**src/core_pkg.sv**
```systemverilog
`default_nettype none

package core_pkg;

    typedef logic [31:0] word_t;
    typedef logic [31:0] addr_t;
    typedef logic [2:0]  reg_idx_t;
    typedef logic [15:0] imm_t;

    localparam int unsigned QUEUE_DEPTH = 4;
    localparam addr_t       RESET_PC    = 32'h0000_0000;

    typedef logic [$clog2(QUEUE_DEPTH+1)-1:0] credit_t; // 0 to QUEUE_DEPTH
    typedef logic [$clog2(QUEUE_DEPTH)-1:0]   qptr_t;

    // Opcode sits in bits 31:28, unknown values run as NOP
    typedef enum logic [3:0] {
        OP_NOP  = 4'd0,
        OP_ADDI = 4'd1,
        OP_ADD  = 4'd2,
        OP_LW   = 4'd3,
        OP_SW   = 4'd4,
        OP_HALT = 4'd15
    } opcode_e;

    typedef struct packed {
        opcode_e  op;       // 31:28
        logic     rsvd_27;
        reg_idx_t rd;       // 26:24
        logic     rsvd_23;
        reg_idx_t rs;       // 22:20
        logic     rsvd_19;
        reg_idx_t rt;       // 18:16, ADD only
        imm_t     imm;      // 15:0, sign-extended
    } insn_t;

    // Wishbone classic master side
    typedef struct packed {
        logic  cyc;
        logic  stb;
        logic  we;
        addr_t addr;
        word_t wdata;
    } wb_req_t;

    typedef struct packed {
        logic  ack;
        word_t rdata;
    } wb_rsp_t;

endpackage

`default_nettype wire

```
**src/pc_fetch.sv**
```systemverilog
`timescale 1ns/1ps
`default_nettype none

module pc_fetch (
    input  wire logic             clk_core,
    input  wire logic             rst_n_i,
    output core_pkg::wb_req_t     ibus_req_o,
    input  core_pkg::wb_rsp_t     ibus_rsp_i,
    input  wire logic             credit_ret_i,
    output logic                  fq_valid_o,
    output core_pkg::word_t       fq_word_o
);
    import core_pkg::*;

    addr_t   pc_q;
    logic    busy_q;
    credit_t credits_q;

    logic    ack_seen;
    logic    start;

    // Ack only counts while our own request is out
    assign ack_seen = busy_q && ibus_rsp_i.ack;

    // New read when idle or finishing, as long as a queue slot is reserved
    assign start = (credits_q != '0) && (!busy_q || ack_seen);

    always_ff @(posedge clk_core or negedge rst_n_i) begin
        if (!rst_n_i) begin
            pc_q   <= RESET_PC;
            busy_q <= 1'b0;
        end else begin
            if (ack_seen) begin
                pc_q <= pc_q + addr_t'(4); // Next sequential word
            end

            if (start) begin
                busy_q <= 1'b1;
            end else if (ack_seen) begin
                busy_q <= 1'b0;
            end
        end
    end

    // Spend on start, refill on pop; both at once leave the count alone
    always_ff @(posedge clk_core or negedge rst_n_i) begin
        if (!rst_n_i) begin
            credits_q <= credit_t'(QUEUE_DEPTH);
        end else begin
            case ({start, credit_ret_i})
                2'b10:   credits_q <= credits_q - credit_t'(1);
                2'b01:   credits_q <= credits_q + credit_t'(1);
                default: credits_q <= credits_q;
            endcase
        end
    end

    // Read-only bus
    always_comb begin
        ibus_req_o.cyc   = busy_q;
        ibus_req_o.stb   = busy_q;
        ibus_req_o.we    = 1'b0;
        ibus_req_o.addr  = pc_q;
        ibus_req_o.wdata = '0;
    end

    assign fq_valid_o = ack_seen;
    assign fq_word_o  = ibus_rsp_i.rdata;   // Valid in the ack cycle only

endmodule

`default_nettype wire

```
**src/insn_queue.sv**
```systemverilog
`timescale 1ns/1ps
`default_nettype none

module insn_queue (
    input  wire logic         clk_core,
    input  wire logic         rst_n_i,
    input  wire logic         fq_valid_i,
    input  core_pkg::word_t   fq_word_i,
    input  wire logic         q_pop_i,
    output logic              q_valid_o,
    output core_pkg::word_t   q_word_o,
    output logic              credit_ret_o
);
    import core_pkg::*;

    word_t   mem [QUEUE_DEPTH];
    qptr_t   wr_ptr_q;
    qptr_t   rd_ptr_q;
    credit_t count_q;

    logic    do_pop;

    assign q_valid_o = (count_q != '0);
    assign q_word_o  = mem[rd_ptr_q];
    assign do_pop    = q_pop_i && q_valid_o;

    // Each pop frees a slot, so hand one credit back to fetch
    assign credit_ret_o = do_pop;

    // Storage only, no reset
    always_ff @(posedge clk_core) begin
        if (fq_valid_i) begin
            mem[wr_ptr_q] <= fq_word_i;
        end
    end

    always_ff @(posedge clk_core or negedge rst_n_i) begin
        if (!rst_n_i) begin
            wr_ptr_q <= '0;
            rd_ptr_q <= '0;
            count_q  <= '0;
        end else begin
            if (fq_valid_i) wr_ptr_q <= wr_ptr_q + qptr_t'(1); // Wraps at depth
            if (do_pop)     rd_ptr_q <= rd_ptr_q + qptr_t'(1);

            case ({fq_valid_i, do_pop})
                2'b10:   count_q <= count_q + credit_t'(1);
                2'b01:   count_q <= count_q - credit_t'(1);
                default: count_q <= count_q;
            endcase
        end
    end

endmodule

`default_nettype wire

```
**src/exec_unit.sv**
```systemverilog
`timescale 1ns/1ps
`default_nettype none

module exec_unit (
    input  wire logic         clk_core,
    input  wire logic         rst_n_i,
    input  wire logic         q_valid_i,
    input  core_pkg::word_t   q_word_i,
    output logic              q_pop_o,
    output core_pkg::wb_req_t dbus_req_o,
    input  core_pkg::wb_rsp_t dbus_rsp_i,
    output logic              halted_o
);
    import core_pkg::*;

    typedef enum logic [1:0] {
        EX_RUN,
        EX_MEM,
        EX_HALT
    } ex_state_e;

    ex_state_e state_q;
    word_t     rf [8];

    insn_t     insn;
    word_t     rs_val;
    word_t     rt_val;
    word_t     rd_val;
    word_t     imm_ext;
    word_t     sum;
    logic      mem_ack;

    logic      wr_en;
    reg_idx_t  wr_idx;
    word_t     wr_data;

    // Pending data bus request
    logic      req_vld_q;
    logic      req_we_q;
    addr_t     req_addr_q;
    word_t     req_wdata_q;
    reg_idx_t  ld_rd_q;

    assign insn    = insn_t'(q_word_i);
    assign q_pop_o = (state_q == EX_RUN) && q_valid_i;

    // Register 0 reads as zero
    assign rs_val  = (insn.rs == '0) ? '0 : rf[insn.rs];
    assign rt_val  = (insn.rt == '0) ? '0 : rf[insn.rt];
    assign rd_val  = (insn.rd == '0) ? '0 : rf[insn.rd]; // Store data for SW
    assign imm_ext = {{16{insn.imm[15]}}, insn.imm};
    assign sum     = rs_val + ((insn.op == OP_ADD) ? rt_val : imm_ext); // Also the LW/SW address

    assign mem_ack = (state_q == EX_MEM) && dbus_rsp_i.ack;

    // One write port, ALU result on pop or load data on ack
    always_comb begin
        wr_en   = 1'b0;
        wr_idx  = insn.rd;
        wr_data = sum;
        if (mem_ack) begin
            wr_en   = !req_we_q;
            wr_idx  = ld_rd_q;
            wr_data = dbus_rsp_i.rdata;
        end else if (q_pop_o) begin
            wr_en = (insn.op == OP_ADDI) || (insn.op == OP_ADD);
        end
    end

    always_ff @(posedge clk_core or negedge rst_n_i) begin
        if (!rst_n_i) begin
            for (int i = 0; i < 8; i++) begin
                rf[i] <= '0;
            end
        end else if (wr_en && (wr_idx != '0)) begin
            rf[wr_idx] <= wr_data;      // Writes to r0 dropped
        end
    end

    always_ff @(posedge clk_core or negedge rst_n_i) begin
        if (!rst_n_i) begin
            state_q   <= EX_RUN;
            req_vld_q <= 1'b0;
            req_we_q  <= 1'b0;
        end else begin
            case (state_q)
                EX_RUN: begin
                    if (q_pop_o) begin
                        case (insn.op)
                            OP_LW, OP_SW: begin
                                req_vld_q <= 1'b1;
                                req_we_q  <= (insn.op == OP_SW);
                                state_q   <= EX_MEM;
                            end
                            OP_HALT: state_q <= EX_HALT;
                            default: state_q <= EX_RUN; // ALU ops and NOP
                        endcase
                    end
                end
                EX_MEM: begin
                    if (mem_ack) begin
                        req_vld_q <= 1'b0;
                        state_q   <= EX_RUN;
                    end
                end
                default: state_q <= EX_HALT; // Stuck until reset
            endcase
        end
    end

    // Address and data captured once, held stable until ack
    always_ff @(posedge clk_core) begin
        if (q_pop_o && ((insn.op == OP_LW) || (insn.op == OP_SW))) begin
            req_addr_q  <= sum;
            req_wdata_q <= rd_val;
            ld_rd_q     <= insn.rd;
        end
    end

    always_comb begin
        dbus_req_o.cyc   = req_vld_q;
        dbus_req_o.stb   = req_vld_q;
        dbus_req_o.we    = req_we_q;
        dbus_req_o.addr  = req_addr_q;
        dbus_req_o.wdata = req_wdata_q;
    end

    assign halted_o = (state_q == EX_HALT);

endmodule

`default_nettype wire

```
**src/core_top.sv**
```systemverilog
`timescale 1ns/1ps
`default_nettype none

module core_top (
    input  wire logic         clk_core,
    input  wire logic         rst_n_i,
    output core_pkg::wb_req_t ibus_req_o,
    input  core_pkg::wb_rsp_t ibus_rsp_i,
    output core_pkg::wb_req_t dbus_req_o,
    input  core_pkg::wb_rsp_t dbus_rsp_i,
    output logic              halted_o
);
    import core_pkg::*;

    logic  fq_valid;    // Fetch fill into queue
    word_t fq_word;
    logic  credit_ret;
    logic  q_valid;
    word_t q_word;
    logic  q_pop;

    pc_fetch u_fetch (
        .clk_core     (clk_core),
        .rst_n_i      (rst_n_i),
        .ibus_req_o   (ibus_req_o),
        .ibus_rsp_i   (ibus_rsp_i),
        .credit_ret_i (credit_ret),
        .fq_valid_o   (fq_valid),
        .fq_word_o    (fq_word)
    );

    insn_queue u_queue (
        .clk_core     (clk_core),
        .rst_n_i      (rst_n_i),
        .fq_valid_i   (fq_valid),
        .fq_word_i    (fq_word),
        .q_pop_i      (q_pop),
        .q_valid_o    (q_valid),
        .q_word_o     (q_word),
        .credit_ret_o (credit_ret)
    );

    exec_unit u_exec (
        .clk_core     (clk_core),
        .rst_n_i      (rst_n_i),
        .q_valid_i    (q_valid),
        .q_word_i     (q_word),
        .q_pop_o      (q_pop),
        .dbus_req_o   (dbus_req_o),
        .dbus_rsp_i   (dbus_rsp_i),
        .halted_o     (halted_o)
    );

endmodule

`default_nettype wire

```
**config.mk**
```make
export PLATFORM = sky130hd
export DESIGN_NAME = core_top
export DESIGN_NICKNAME = d
export VERILOG_FILES = /design/src/core_pkg.sv /design/src/pc_fetch.sv /design/src/insn_queue.sv /design/src/exec_unit.sv /design/src/core_top.sv
export SDC_FILE = /design/constraint.sdc
export NUM_CORES = 1
export LEC_CHECK = 0
export BUFFER_PORTS_ARGS = -buffer_cell sky130_fd_sc_hd__buf_2
export CAP_MARGIN = 20
export CORE_MARGIN = 10
export CORE_UTILIZATION = 35
export CTS_BUF_LIST = sky130_fd_sc_hd__clkbuf_4 sky130_fd_sc_hd__clkbuf_8
export DETAILED_ROUTE_END_ITERATION = 16
export GPL_TIMING_DRIVEN = 0
export MAX_ROUTING_LAYER = met4
export SLEW_MARGIN = 40
export SYNTH_ARGS = -nofsm -noshare
export SYNTH_HDL_FRONTEND = slang
export SYNTH_HIERARCHICAL = 1
export SYNTH_SLANG_ARGS = --single-unit
```
**constraint.sdc**
```tcl
create_clock -name clk_core -period 11.9 [get_ports clk_core]
set_input_delay 0 -clock clk_core [delete_from_list [all_inputs] [get_ports clk_core]]
set_output_delay 0 -clock clk_core [all_outputs]
set_load 0.05 [all_outputs]
```
==> impl_metrics.env <==
export IMPL_synth_area_per_cell_um2=11.4
export IMPL_critical_path_class="reg -> reg"
export IMPL_syn_inst=2178
export IMPL_grt_pass1_vias=20500
export IMPL_die_width_um=286
export IMPL_num_io_pins=203
export IMPL_cts_tree="built"
export IMPL_core_region_area_mm2=0.0701
export IMPL_insertion_delay_ps=710
export IMPL_grt_max_degree=73
export IMPL_hold_path_class="in -> reg"
export IMPL_die_y_um=286
export IMPL_port_buffers=135
export IMPL_endpoint_kind="flip-flop"
export IMPL_timing_fmax_mhz=137
export IMPL_max_cap_violations=0
export IMPL_min_period_over_period=0.615
export IMPL_layout_min_cycle_time_ps=7310
export IMPL_worstPathRequired_ps=12440
export IMPL_grt_pass1_wl_mm=131
export IMPL_first_pass_iters=8
export IMPL_rsz0062_at_grt="no"
export IMPL_synth_area_mm2=0.0248
export IMPL_drive_gt1_frac=0.272
export IMPL_post_cts_buffers=0
export IMPL_clock_skew_ps=50.9
export IMPL_clockBufferDepth=3
export IMPL_cts_clk_slew_worst_paths_ps=60
export IMPL_routed_via_density=5.74
export IMPL_maxSlewHeadroom=0.346
export IMPL_hold_buffers=65
export IMPL_dp_hpwl_mm=62.7
export IMPL_drtIter0Drc=2495
export IMPL_fillers=6762
export IMPL_ys_warn_count=6
export IMPL_cts_buffers=83
export IMPL_cts_sink_count=456
export IMPL_ant_nets=0
export IMPL_slew_violations=0
export IMPL_vias=20300
export IMPL_cp_start_kind="flip-flop"
export IMPL_grt_use_total=0.218
export IMPL_antenna_found_initial=9
export IMPL_worstMarginPinSlew_ps=982
export IMPL_htree_num_levels=3
export IMPL_setup_viol=0
export IMPL_routedWlPerCell_um=25.3
export IMPL_nets=2618
export IMPL_cp_arrival_ps=7850
export IMPL_root_buffer="clkbuf_8"
export IMPL_grt_overflow=0
export IMPL_totalWireLength_mm=89.1
export IMPL_drc_errors=0
export IMPL_synthToLayoutAreaGrowth_pct=19.4
export IMPL_hold_viol=0
export IMPL_rows=97
export IMPL_cts_resized=0
export IMPL_fin_tns_setup_ps=0
export IMPL_gp_congestion=0.972
export IMPL_outcome="finished, final reports clean"
export IMPL_die_area_mm2=0.0820
export IMPL_initial_utilization=0.354
export IMPL_crit_path_max_fanout=10
-- area by class of cell --
| type | instances | area, µm² | area share |
|---|---|---|---|
| clock buffers | 121 | 1520 | 0.0511 |
| clock inverters | 31 | 288 | 0.00970 |
| diodes | 11 | 27.5 | 0.000928 |
| repair buffers | 212 | 1620 | 0.0545 |
| inverters | 21 | 78.8 | 0.00266 |
| plain buffers | 222 | 1240 | 0.0418 |
| well taps | 940 | 1180 | 0.0396 |
| multi-input cells | 1513 | 11400 | 0.384 |
| flip-flops and latches | 456 | 12300 | 0.416 |
-- worst max-delay path, stage by stage (launching register included) --
cell and delay, ps:
dfrtp_1 320, clkbuf_1 180, buf_2 330, mux4_2 290, clkbuf_1 640, clkbuf_1 630
clkbuf_2 530, mux4_2 390, a21oi_1 180, o21ai_0 160, ha_1 350, a21o_1 180
a21oi_1 420, o21a_1 460, o211ai_1 420, a31oi_1 640, xor2_1 190, mux2i_1 640
o21ai_0 210
-- through the flow --
step                setup slack [ps]  hold slack (ps)   util  std cells  area, µm²
floorplan                       6360             -296      -       2212      25000
global placement                4280              200  0.382       3287      26800
detailed placement              4840             -200  0.387       3299      27200
CTS                             4850             17.6  0.422       3516      29600
global route                    4420             47.4  0.423       3525      29700
finish                          4590             81.0  0.423       3527      29700
-- cell usage in the layout, fill, tap and decap left out, types with 32 or more instances in the layout --
cell	instances
edfxtp_1	183
ha_1	38
xnor2_1	36
a221oi_1	66
a21oi_1	89
mux2_2	123
dfrtp_1	272
buf_4	69
clkbuf_1	87
dlygate4sd3_1	65
buf_2	167
nor2_1	220
clkbuf_8	97
xor2_1	32
conb_1	35
o21ai_0	228
nand2_1	241
mux4_2	122
-- registers in the layout, summed over array words and instances, names as in the netlist, 3 cells and up --
register            flops
u_exec/req_addr_q      32
u_queue/count_q         3
u_exec/rf             228
u_exec/ld_rd_q          3
u_fetch/pc_q           30
u_queue/mem           116
u_exec/req_wdata_q     32
u_fetch/credits_q       3
-- routing by layer --
| metal | up-vias | part of all wire | global-route usage |
|---|---|---|---|
| li1 | 8673 | - | - |
| met1 | 10100 | 0.40 | 0.274 |
| met2 | 1254 | 0.45 | 0.329 |
| met3 | 271 | 0.10 | 0.0543 |
| met4 | 0 | 0.048 | 0.100 |
| met5 | - | 0 | - |
-- worst paths after layout --
path	slack [ps]	depth (start not counted)	to	from
max in group asynchronous	10370	5	u_fetch/credits_q[2]$_DFFE_PN1P_	rst_n_i
setup reg to reg	4590	18	u_exec/rf[159]$_DFFE_PN0P_	u_queue/rd_ptr_q[1]$_DFFE_PN0P_
hold / removal	80	2	u_queue/mem[3][26]$_DFFE_PP_	ibus_rsp_i[26]
setup / recovery	4590	18	u_exec/rf[159]$_DFFE_PN0P_	u_queue/rd_ptr_q[1]$_DFFE_PN0P_
hold reg to reg	470	1	u_exec/rf[231]$_DFFE_PN0P_	u_exec/rf[231]$_DFFE_PN0P_
min in group asynchronous	380	3	u_exec/rf[107]$_DFFE_PN0P_	rst_n_i
Power is not shown: default switching activity piles up to over one toggle a cycle in this logic, so the estimate is an artifact.
